`config.mk`:
```
export PLATFORM = sky130hd
export DESIGN_NAME = ft_unit
export DESIGN_NICKNAME = d
export VERILOG_FILES = /design/src/common/ft_pkg.sv /design/src/logic/ft_unit.sv /design/src/recovery/debug_port_arbiter.sv /design/src/recovery/recovery_fsm.sv /design/src/logic/shadow_regfile.sv /design/src/logic/write_compare.sv
export SDC_FILE = /design/constraint.sdc
export NUM_CORES = 2
export LEC_CHECK = 0
export ABC_AREA = 1
export BUFFER_PORTS_ARGS = -buffer_cell sky130_fd_sc_hd__clkbuf_2
export CAP_MARGIN = 40
export CORE_ASPECT_RATIO = 1.25
export CORE_MARGIN = 2
export CORE_UTILIZATION = 29
export CTS_BUF_LIST = sky130_fd_sc_hd__clkbuf_4 sky130_fd_sc_hd__clkbuf_8 sky130_fd_sc_hd__clkbuf_16
export DETAILED_ROUTE_END_ITERATION = 10
export SLEW_MARGIN = 20
export SYNTH_ARGS = -nofsm -noshare
export SYNTH_HDL_FRONTEND = slang
export SYNTH_SLANG_ARGS = --single-unit
```
`constraint.sdc`:
```
create_clock -name clk_i -period 2.8 [get_ports clk_i]
set_input_delay 0.7 -clock clk_i [delete_from_list [all_inputs] [get_ports clk_i]]
set_output_delay 0.7 -clock clk_i [all_outputs]
set_load 0.05 [all_outputs]
```
`src/common/ft_pkg.sv`:
```
`default_nettype none

package ft_pkg;

	////////////////////////////////////////
	// widths
	////////////////////////////////////////

	// data word and program counter
	localparam int XLEN = 32;
	// architectural registers, x0 included
	localparam int NUM_REGS = 32;
	localparam int REG_ADDR_W = 5;
	// core debug unit address bus
	localparam int DBG_ADDR_W = 15;

	////////////////////////////////////////
	// types
	////////////////////////////////////////

	// one data word or one pc
	typedef logic [XLEN-1:0] word_t;
	// register index
	typedef logic [REG_ADDR_W-1:0] reg_addr_t;
	// debug unit address
	typedef logic [DBG_ADDR_W-1:0] dbg_addr_t;

	////////////////////////////////////////
	// debug unit map
	////////////////////////////////////////

	// gpr x0, word aligned, xi at base + 4*i
	localparam dbg_addr_t DBG_REG_BASE = 15'h0400;
	// next pc register of the debug unit
	localparam dbg_addr_t DBG_NPC_ADDR = 15'h2000;

	// restore point is the instruction after the last agreed write
	localparam word_t INSTR_BYTES = 32'd4;

endpackage

`default_nettype wire
```
`src/logic/ft_unit.sv`:
```
`timescale 1ns/1ps
`default_nettype none

module ft_unit (
	input  wire                clk_i,
	input  wire                arst_n_i,
	// register write ports of both cores
	input  logic               we_a_i,
	input  ft_pkg::reg_addr_t  waddr_a_i,
	input  ft_pkg::word_t      wdata_a_i,
	input  ft_pkg::word_t      pc_a_i,
	input  logic               we_b_i,
	input  ft_pkg::reg_addr_t  waddr_b_i,
	input  ft_pkg::word_t      wdata_b_i,
	input  ft_pkg::word_t      pc_b_i,
	// debug halted status
	input  logic               halted_a_i,
	input  logic               halted_b_i,
	// soc debug master
	input  logic               ext_dbg_req_i,
	input  logic               ext_dbg_we_i,
	input  ft_pkg::dbg_addr_t  ext_dbg_addr_i,
	input  ft_pkg::word_t      ext_dbg_wdata_i,
	input  logic               ext_dbg_halt_i,
	input  logic               ext_dbg_resume_i,
	// debug port, drives both cores
	output logic               dbg_req_o,
	output logic               dbg_we_o,
	output ft_pkg::dbg_addr_t  dbg_addr_o,
	output ft_pkg::word_t      dbg_wdata_o,
	output logic               dbg_halt_o,
	output logic               dbg_resume_o,
	// status
	output logic               error_o,
	output logic               busy_o
);

	import ft_pkg::*;

	////////////////////////////////////////
	// internal nets
	////////////////////////////////////////

	// comparator to shadow
	logic      agree_we;
	reg_addr_t agree_addr;
	word_t     agree_data;
	word_t     agree_pc;
	// shadow read port
	reg_addr_t rd_addr;
	word_t     rd_data;
	word_t     saved_pc;
	// sequencer to arbiter
	logic      rst_req;
	dbg_addr_t rst_addr;
	word_t     rst_data;
	logic      int_halt;
	logic      int_resume;

	////////////////////////////////////////
	// instances
	////////////////////////////////////////

	write_compare i_write_compare (
		.clk_i        (clk_i),
		.arst_n_i     (arst_n_i),
		.we_a_i       (we_a_i),
		.waddr_a_i    (waddr_a_i),
		.wdata_a_i    (wdata_a_i),
		.pc_a_i       (pc_a_i),
		.we_b_i       (we_b_i),
		.waddr_b_i    (waddr_b_i),
		.wdata_b_i    (wdata_b_i),
		.pc_b_i       (pc_b_i),
		.agree_we_o   (agree_we),
		.agree_addr_o (agree_addr),
		.agree_data_o (agree_data),
		.agree_pc_o   (agree_pc),
		.mismatch_o   (error_o)
	);

	shadow_regfile i_shadow_regfile (
		.clk_i      (clk_i),
		.arst_n_i   (arst_n_i),
		.wr_en_i    (agree_we),
		.wr_addr_i  (agree_addr),
		.wr_data_i  (agree_data),
		.wr_pc_i    (agree_pc),
		.rd_addr_i  (rd_addr),
		.rd_data_o  (rd_data),
		.saved_pc_o (saved_pc)
	);

	// error pulse doubles as the recovery trigger
	recovery_fsm i_recovery_fsm (
		.clk_i      (clk_i),
		.arst_n_i   (arst_n_i),
		.mismatch_i (error_o),
		.halted_a_i (halted_a_i),
		.halted_b_i (halted_b_i),
		.rd_addr_o  (rd_addr),
		.rd_data_i  (rd_data),
		.saved_pc_i (saved_pc),
		.rst_req_o  (rst_req),
		.rst_addr_o (rst_addr),
		.rst_data_o (rst_data),
		.halt_o     (int_halt),
		.resume_o   (int_resume),
		.busy_o     (busy_o)
	);

	debug_port_arbiter i_debug_port_arbiter (
		.rst_req_i        (rst_req),
		.rst_addr_i       (rst_addr),
		.rst_data_i       (rst_data),
		.halt_i           (int_halt),
		.resume_i         (int_resume),
		.ext_dbg_req_i    (ext_dbg_req_i),
		.ext_dbg_we_i     (ext_dbg_we_i),
		.ext_dbg_addr_i   (ext_dbg_addr_i),
		.ext_dbg_wdata_i  (ext_dbg_wdata_i),
		.ext_dbg_halt_i   (ext_dbg_halt_i),
		.ext_dbg_resume_i (ext_dbg_resume_i),
		.dbg_req_o        (dbg_req_o),
		.dbg_we_o         (dbg_we_o),
		.dbg_addr_o       (dbg_addr_o),
		.dbg_wdata_o      (dbg_wdata_o),
		.dbg_halt_o       (dbg_halt_o),
		.dbg_resume_o     (dbg_resume_o)
	);

endmodule

`default_nettype wire

```
`src/recovery/debug_port_arbiter.sv`:
```
`timescale 1ns/1ps
`default_nettype none

module debug_port_arbiter (
	// internal restore traffic
	input  logic               rst_req_i,
	input  ft_pkg::dbg_addr_t  rst_addr_i,
	input  ft_pkg::word_t      rst_data_i,
	input  logic               halt_i,
	input  logic               resume_i,
	// soc debug traffic
	input  logic               ext_dbg_req_i,
	input  logic               ext_dbg_we_i,
	input  ft_pkg::dbg_addr_t  ext_dbg_addr_i,
	input  ft_pkg::word_t      ext_dbg_wdata_i,
	input  logic               ext_dbg_halt_i,
	input  logic               ext_dbg_resume_i,
	// shared debug port of both cores
	output logic               dbg_req_o,
	output logic               dbg_we_o,
	output ft_pkg::dbg_addr_t  dbg_addr_o,
	output ft_pkg::word_t      dbg_wdata_o,
	output logic               dbg_halt_o,
	output logic               dbg_resume_o
);

	////////////////////////////////////////
	// access mux
	////////////////////////////////////////

	// restore wins, soc access is not queued
	always_comb begin
		if (rst_req_i) begin
			// restore only ever writes
			dbg_req_o   = 1'b1;
			dbg_we_o    = 1'b1;
			dbg_addr_o  = rst_addr_i;
			dbg_wdata_o = rst_data_i;
		end else begin
			dbg_req_o   = ext_dbg_req_i;
			dbg_we_o    = ext_dbg_we_i;
			dbg_addr_o  = ext_dbg_addr_i;
			dbg_wdata_o = ext_dbg_wdata_i;
		end
	end

	// run control from either side
	assign dbg_halt_o   = halt_i | ext_dbg_halt_i;
	assign dbg_resume_o = resume_i | ext_dbg_resume_i;

endmodule

`default_nettype wire

```
`src/recovery/recovery_fsm.sv`:
```
`timescale 1ns/1ps
`default_nettype none

module recovery_fsm (
	input  wire                clk_i,
	input  wire                arst_n_i,
	// error pulse from the comparator
	input  logic               mismatch_i,
	// debug halted status of both cores
	input  logic               halted_a_i,
	input  logic               halted_b_i,
	// shadow read port
	output ft_pkg::reg_addr_t  rd_addr_o,
	input  ft_pkg::word_t      rd_data_i,
	input  ft_pkg::word_t      saved_pc_i,
	// restore write toward the arbiter
	output logic               rst_req_o,
	output ft_pkg::dbg_addr_t  rst_addr_o,
	output ft_pkg::word_t      rst_data_o,
	// core run control
	output logic               halt_o,
	output logic               resume_o,
	output logic               busy_o
);

	import ft_pkg::*;

	typedef enum logic [1:0] {
		ST_IDLE,
		ST_HALT,
		ST_RESTORE,
		ST_RESUME
	} state_t;

	state_t    state_q;
	state_t    state_d;
	// register index being restored
	reg_addr_t idx_q;
	// last restore step, npc instead of a gpr
	logic      shift_q;
	logic      both_halted;
	logic      last_reg;

	assign both_halted = halted_a_i & halted_b_i;
	assign last_reg    = (idx_q == reg_addr_t'(NUM_REGS - 1));

	////////////////////////////////////////
	// next state
	////////////////////////////////////////

	always_comb begin
		state_d = state_q;
		case (state_q)
			// errors while busy are dropped here
			ST_IDLE: begin
				if (mismatch_i) begin
					state_d = ST_HALT;
				end
			end
			// wait length set by the cores
			ST_HALT: begin
				if (both_halted) begin
					state_d = ST_RESTORE;
				end
			end
			// 31 gprs then npc
			ST_RESTORE: begin
				if (shift_q) begin
					state_d = ST_RESUME;
				end
			end
			ST_RESUME: begin
				state_d = ST_IDLE;
			end
			default: begin
				state_d = ST_IDLE;
			end
		endcase
	end

	////////////////////////////////////////
	// state and restore counter
	////////////////////////////////////////

	always_ff @(posedge clk_i or negedge arst_n_i) begin
		if (!arst_n_i) begin
			state_q <= ST_IDLE;
			idx_q   <= '0;
			shift_q <= 1'b0;
		end else begin
			state_q <= state_d;
			if (state_q == ST_HALT) begin
				// x0 is never restored, start at x1
				idx_q   <= reg_addr_t'(1);
				shift_q <= 1'b0;
			end else if (state_q == ST_RESTORE && !shift_q) begin
				if (last_reg) begin
					shift_q <= 1'b1;
				end else begin
					idx_q <= idx_q + reg_addr_t'(1);
				end
			end
		end
	end

	////////////////////////////////////////
	// outputs
	////////////////////////////////////////

	assign rd_addr_o = idx_q;

	// one debug write per restore cycle
	assign rst_req_o = (state_q == ST_RESTORE);

	// debug unit takes aligned accesses only,
	// so the npc step jumps to its own address
	assign rst_addr_o = shift_q ? DBG_NPC_ADDR :
		DBG_REG_BASE + dbg_addr_t'({idx_q, 2'b00});
	assign rst_data_o = shift_q ? saved_pc_i : rd_data_i;

	assign halt_o   = (state_q == ST_HALT);
	assign resume_o = (state_q == ST_RESUME);
	// halt cycle through resume cycle
	assign busy_o   = (state_q != ST_IDLE);

endmodule

`default_nettype wire

```
`src/logic/shadow_regfile.sv`:
```
`timescale 1ns/1ps
`default_nettype none

module shadow_regfile (
	input  wire                clk_i,
	input  wire                arst_n_i,
	// agreed write from the comparator
	input  logic               wr_en_i,
	input  ft_pkg::reg_addr_t  wr_addr_i,
	input  ft_pkg::word_t      wr_data_i,
	input  ft_pkg::word_t      wr_pc_i,
	// combinational read port for the restore
	input  ft_pkg::reg_addr_t  rd_addr_i,
	output ft_pkg::word_t      rd_data_o,
	// resume address
	output ft_pkg::word_t      saved_pc_o
);

	import ft_pkg::*;

	// x1 .. x31 only, x0 is hardwired
	word_t regs_q [1:NUM_REGS-1];
	// pc of the last agreed write
	word_t pc_q;

	////////////////////////////////////////
	// checkpoint storage
	////////////////////////////////////////

	// cleared on reset so a restore before any
	// agreed write puts zeros back into the cores
	always_ff @(posedge clk_i or negedge arst_n_i) begin
		if (!arst_n_i) begin
			for (int i = 1; i < NUM_REGS; i++) begin
				regs_q[i] <= '0;
			end
		end else if (wr_en_i && (wr_addr_i != '0)) begin
			regs_q[wr_addr_i] <= wr_data_i;
		end
	end

	// x0 writes still retire an instruction
	// so the pc moves on every agreed write
	always_ff @(posedge clk_i or negedge arst_n_i) begin
		if (!arst_n_i) begin
			pc_q <= '0;
		end else if (wr_en_i) begin
			pc_q <= wr_pc_i;
		end
	end

	////////////////////////////////////////
	// read side
	////////////////////////////////////////

	always_comb begin
		if (rd_addr_i == '0) begin
			rd_data_o = '0;
		end else begin
			rd_data_o = regs_q[rd_addr_i];
		end
	end

	// restart after the checkpointed instruction
	assign saved_pc_o = pc_q + INSTR_BYTES;

endmodule

`default_nettype wire

```
`src/logic/write_compare.sv`:
```
`timescale 1ns/1ps
`default_nettype none

module write_compare (
	input  wire                clk_i,
	input  wire                arst_n_i,
	// core a write port
	input  logic               we_a_i,
	input  ft_pkg::reg_addr_t  waddr_a_i,
	input  ft_pkg::word_t      wdata_a_i,
	input  ft_pkg::word_t      pc_a_i,
	// core b write port
	input  logic               we_b_i,
	input  ft_pkg::reg_addr_t  waddr_b_i,
	input  ft_pkg::word_t      wdata_b_i,
	input  ft_pkg::word_t      pc_b_i,
	// agreed write toward the shadow
	output logic               agree_we_o,
	output ft_pkg::reg_addr_t  agree_addr_o,
	output ft_pkg::word_t      agree_data_o,
	output ft_pkg::word_t      agree_pc_o,
	// one cycle error pulse
	output logic               mismatch_o
);

	logic wr_cycle;
	logic fields_differ;

	// either core writing counts as a write cycle
	assign wr_cycle = we_a_i | we_b_i;

	// field by field compare
	// a lone enable is a mismatch on its own
	assign fields_differ = (we_a_i != we_b_i) ||
		(waddr_a_i != waddr_b_i) ||
		(wdata_a_i != wdata_b_i) ||
		(pc_a_i != pc_b_i);

	// strobes, one cycle after the sampling edge
	always_ff @(posedge clk_i or negedge arst_n_i) begin
		if (!arst_n_i) begin
			mismatch_o <= 1'b0;
			agree_we_o <= 1'b0;
		end else begin
			mismatch_o <= wr_cycle & fields_differ;
			agree_we_o <= wr_cycle & ~fields_differ;
		end
	end

	// payload follows the strobe
	// core a copy is enough, only used when both agree
	always_ff @(posedge clk_i) begin
		if (wr_cycle) begin
			agree_addr_o <= waddr_a_i;
			agree_data_o <= wdata_a_i;
			agree_pc_o   <= pc_a_i;
		end
	end

endmodule

`default_nettype wire

```
# == After elaboration in Yosys (flattened, before gate mapping) ==
# Index checks and enable logic that the tools add are counted.
# classes
add_sub_neg,3
n_lt_le_gt_ge,3
eq_ne,12
mux,23
bitwise,9
n_reduce_logical,16
# ops
op,n
bitwise mux 992 bit,1
2-to-1 mux 32 bit,6
binary-select mux 32 bit (select 5 bit),1
demux 32 bit (select 5 bit),1
!= test 32 bit,2
"adder 32 x 3 -> 32 bit, second input constant",1
2-to-1 mux 15 bit,2
2-to-1 mux 5 bit,3
"adder 11 x 7 -> 12 bit, first input constant",1
"greater-or-equal comparator 6 bit, second input constant",2
NOT 5 -> 6 bit,2
case mux 2 bit (4 select lines),1
"less-than comparator 6 x 1 -> 1 bit, second input constant",1
2-to-1 mux 2 bit,3
"!= test 2 bit, second input constant",3
nonzero test 2 bit,3
"adder 5 x 1 -> 5 bit, second input constant",1
"== test 5 bit, second input constant",1
zero test 5 bit,1
2-to-1 mux 1 bit,5
!= test 5 bit,1
nonzero test 5 bit,1
"== test 2 bit, second input constant",2
AND reduction 2 bit,2
11 further kinds,19
# totals
regBits,1103
in_bits,195

# == Longest topological paths before layout ==
# depth
word_depth,7
ltp_mapped,14

# == Cells and area by module ==
# Synthesis repeated with hierarchy kept, for this count alone.
# unflattened
cells_unflattened,7086
hier_area_um2,53537.6
# by_module_without_submodules
module,n_inst,cells_per_inst,area_per_inst_um2
shadow_regfile,1,6354,48442.7
write_compare,1,397,3462.1
recovery_fsm,1,178,985.9
debug_port_arbiter,1,157,646.9

# == Worst setup path before layout ==
# No wires, ideal clock.
# synth_path
kind,input-to-reg
from,in we_a_i
to,"reg i_write_compare.agree_addr_o[0], enable pin"
t_arrival_ns,2.287
t_required_ns,2.376
setup_slack_ns,0.089
cell_stages,3
path_cell_list,inv_1 ha_1 inv_1
# synth_between
elab_chain_len,1
# synth_lines
item,line,rtl
start: declaration,ft_unit.sv:8,"input logic we_a_i,"
bitwise OR 1 bit,write_compare.sv:30,assign wr_cycle = we_a_i | we_b_i;
named net i_write_compare.wr_cycle,write_compare.sv:26,logic wr_cycle;
end signal: assignment,write_compare.sv:54,agree_addr_o <= waddr_a_i;
end: declaration,write_compare.sv:19,"output ft_pkg::reg_addr_t agree_addr_o,"
# The timed path passes the listed nets, and every way through them passes these cells.
# A chain may end at the register's enable or synchronous reset.

==> flow_metrics.env <==
export IMPL_path_class="reg2out"
export IMPL_yosys_area_top_type="dfrtp_1"
export IMPL_grtUsageTotal=0.2089
export IMPL_slowest_delay_ns=0.52
export IMPL_synth_cell_types=31
export IMPL_synth_fa_ha_area_frac=0.002433
export IMPL_failed_checks="setup timing"
export IMPL_r2r_cells=13
export IMPL_io_pins=248
export IMPL_endpoint_kind="output pin"
export IMPL_worstPathRequired_ns=2.10
export IMPL_antenna_found_initial=2
export IMPL_leakage_nw=29.93
export IMPL_path_delay_family="simple AND/OR/NAND/NOR gates"
export IMPL_cp_buffers_inverters=5
export IMPL_rows=172
export IMPL_hold_path_class="in2reg"
export IMPL_slew_headroom=0.3984
export IMPL_synth_area_leaders="dfrtp_1 (50%), nand2_1 (15%), o21ai_0 (13%), edfxtp_1 (4.0%), nor2_1 (3.5%)"
export IMPL_grt_pass1_vias=45090
export IMPL_finalPower_mw=52.50
export IMPL_final_cell_mix="nand2_1 (1996), o21ai_0 (1236), dfrtp_1 (1031), nor2_1 (451), inv_1 (404)"
export IMPL_arrival_ns=3.18
export IMPL_min_path_cells=1
export IMPL_multiInputGateArea_um2=21430
export IMPL_nets=7122
export IMPL_postSynthCellCount=6552
export IMPL_grt_max_degree=118
export IMPL_initial_core_util=0.2922
export IMPL_drtAntennaViolNets=0
export IMPL_hpwl_mm=124.7
export IMPL_die_y_um=474.9
export IMPL_rrSetupSlack_ns=0.03
export IMPL_cp_max_fo=8
export IMPL_holdPathEnd="i_write_compare.agree_data_o[2]"
export IMPL_dp_slack_ns=-0.4586
export IMPL_core_area_um2=176000
export IMPL_min_from="wdata_a_i[2]"
export IMPL_io_buffers=247
export IMPL_peakVddDrop_v=0.0006988
export IMPL_tightest_slew_ns=0.9023
export IMPL_wirelength_mm=195.3
export IMPL_layout_commonest_cell="nand2_1"
export IMPL_clk_latency_ns=0.73
export IMPL_drv_slew=0
export IMPL_die_w_um=380.7
export IMPL_synth_xor_area_share=0.004427
export IMPL_tns_ns=-28.14
export IMPL_netlist_area_um2=51430
export IMPL_wl_per_cell_um=20.89
export IMPL_nFillCells=18060
export IMPL_synth_top_area_frac=0.5031
export IMPL_grt_pass1_wl_mm=288.1
export IMPL_period_share=1.385
export IMPL_finalHoldViolCount=0
export IMPL_cts_root_buf="clkbuf_16"
export IMPL_cp_slowest_cell="dfrtp_4"
export IMPL_ys_ff_latch=1103
export IMPL_vias=47440
export IMPL_worstReg2RegStart="i_recovery_fsm.rd_addr_o[0]"
export IMPL_clock_sinks=1103
export IMPL_regArea_um2=27960
export IMPL_dr_first_iter_drc_count=4904
export IMPL_synth_compound_area_frac=0.1634
export IMPL_cts_buffers_inserted=105
export IMPL_overflow=0
export IMPL_gp_congestion=0.9219
export IMPL_r2r_end="i_recovery_fsm.rd_addr_o[0]"
export IMPL_setup_slack_ns=-1.077
export IMPL_synthSimpleGateAreaFrac=0.2203
export IMPL_synth_seq_area_share=0.5433
export IMPL_synth_warnings=0
export IMPL_layoutNonFillerInstCount=9352
export IMPL_p_per_area_nw_per_um2=801.1
export IMPL_status="finished, violations left"
export IMPL_drcViolationCount=0
export IMPL_muxShareOfSynthArea=0
export IMPL_synth_top_family_by_area="simple AND/OR/NAND/NOR gates"
export IMPL_crit_path_start_kind="register"
export IMPL_synth_nets=6757
export IMPL_first_pass_iters=7
export IMPL_drv_cap=0
export IMPL_setup_viol=34
export IMPL_viasPerCell=5.073
export IMPL_area_delta_synth_final_pct=27.40
export IMPL_drive_above_1_share=0.1724
export IMPL_crit_chain="buf_12 > buf_16 > buf_16 > buf_4 > o211ai_1 > nand2_1 > nand2_2 > nand4_1 > nand3_4 > a21oi_4 > buf_12"
export IMPL_finalCriticalPeriod_ns=3.877
export IMPL_rsz0062_at_grt="yes"
export IMPL_cts_buffer_depth=3
export IMPL_synth_area_per_cell_um2=7.850
export IMPL_fin_worst_skew_ns=0.02387
export IMPL_dp_cells=9070
export IMPL_htree_levels=3
export IMPL_clk_pin_slew_ns=0.06
export IMPL_timing_fmax_ghz=0.2579
export IMPL_die_area_um2=180800
export IMPL_cts_tree="done"
==> what timing repair did <==
item | CTS | global route
gates resized for setup | 242 | 295
hold buffers | 1 | 0
endpoints found under the hold margin | 14 | 0
pin swaps | 37 | 163
endpoints found under the setup margin | 48 | 44
cloned | 16 | 17
setup buffers | 14 | 37
==> cells in the mapped netlist <==
cell         n
o22ai_1     31
ha_1        10
nor3_2       4
nand4_1     17
a21oi_1    224
a22oi_1      1
buf_1       19
inv_1      414
edfxtp_1    69
nand3_1    240
nor3_1      23
nand2_2     15
or2_2        7
nor2_2       5
a211oi_1     1
a31oi_1      1
inv_2        3
dfrtp_1   1034
a32oi_1      1
xor2_1      14
nand2_1   2087
o211ai_1    58
clkbuf_1   390
nand3b_1     3
xnor2_1     12
nor2_1     485
buf_2       55
a22o_1       3
nor4_4       1
clkinv_1     7
o21ai_0   1318
==> layout make-up <==
cell class | instances | area share
Clock buffer | 158 | 0.04835
Sequential cell | 1103 | 0.4266
Clock inverter | 32 | 0.003246
Antenna cell | 3 | 0.0001146
Timing Repair Buffer | 720 | 0.1241
Inverter | 424 | 0.02515
Multi-Input combinational cell | 4561 | 0.3271
Timing Repair inverter | 2 | 0.0004964
Tap cell | 2349 | 0.04485
==> worst reg2reg max path: stages (launching register included) <==
cell,delay [ns]
dfrtp_4,0.52
buf_12,0.16
buf_16,0.16
buf_16,0.17
buf_12,0.18
ha_1,0.22
inv_1,0.07
nor2_1,0.05
ha_1,0.24
nor2_2,0.24
inv_1,0.12
nand2_1,0.12
o21ai_0,0.21
buf_4,0.20
==> how the worst max path moves through the flow <==
stage,from,end,depth (start not counted)
after CTS,i_recovery_fsm.rd_addr_o[0],dbg_wdata_o[13],14
after global routing,i_recovery_fsm.rd_addr_o[0],dbg_wdata_o[6],11
final,i_recovery_fsm.rd_addr_o[0],dbg_wdata_o[6],11
after global placement,i_recovery_fsm.rd_addr_o[0],dbg_wdata_o[5],10
after detailed placement,i_recovery_fsm.rd_addr_o[0],dbg_wdata_o[5],10
after floorplan,i_recovery_fsm.state_q[0],dbg_addr_o[2],7
==> kinds of logic after synthesis <==
logic type / after synthesis
fa+ha+maj: 10
simple gates: 2887
flops: 1103
xor+xnor: 26
compound gates: 1638
buf+inv: 888
==> per-layer routing <==
| metal | part of all wire | GRT usage | vias up | wire length [µm] |
|---|---|---|---|---|
| li1 | - | - | 21850 | - |
| met1 | 0.39 | 0.2609 | 22920 | 76230 |
| met2 | 0.47 | 0.3502 | 2220 | 92720 |
| met3 | 0.077 | 0.02847 | 455 | 14990 |
| met4 | 0.058 | 0.1126 | 2 | 11380 |
| met5 | 0.000056 | 0 | - | 11 |
==> metrics by stage <==
| stage | hold slack [ns] | utilization | area [µm²] |
|---|---|---|---|
| 2_1_floorplan | 0.4044 | - | 51670 |
| 3_3_place_gp | 0.4290 | 0.3317 | 58390 |
| 3_5_place_dp | 0.4358 | 0.3350 | 58970 |
| 4_1_cts | 0.1252 | 0.3622 | 63760 |
| 5_1_grt | 0.1702 | 0.3722 | 65520 |
| 6_report | 0.1748 | 0.3722 | 65530 |
==> state kept, by name, summed over array words and instances, names as in the netlist <==
signal,count
i_shadow_regfile.regs_q,992
i_shadow_regfile.pc_q,32
i_write_compare.agree_data_o,32
i_write_compare.agree_pc_o,32
i_recovery_fsm.rd_addr_o,5
i_write_compare.agree_addr_o,5
i_recovery_fsm.state_q,2
i_recovery_fsm.shift_q,1
i_write_compare.agree_we_o,1
i_write_compare.mismatch_o,1
==> power by group <==
part           switching [mW]  total (mW)  internal (mW)
Clock                    6.40        14.3           7.90
Sequential              0.209        16.4           16.2
Combinational            12.8        21.8           8.95
Total                    19.4        52.5           33.1
(Power assumes the default switching activity.)
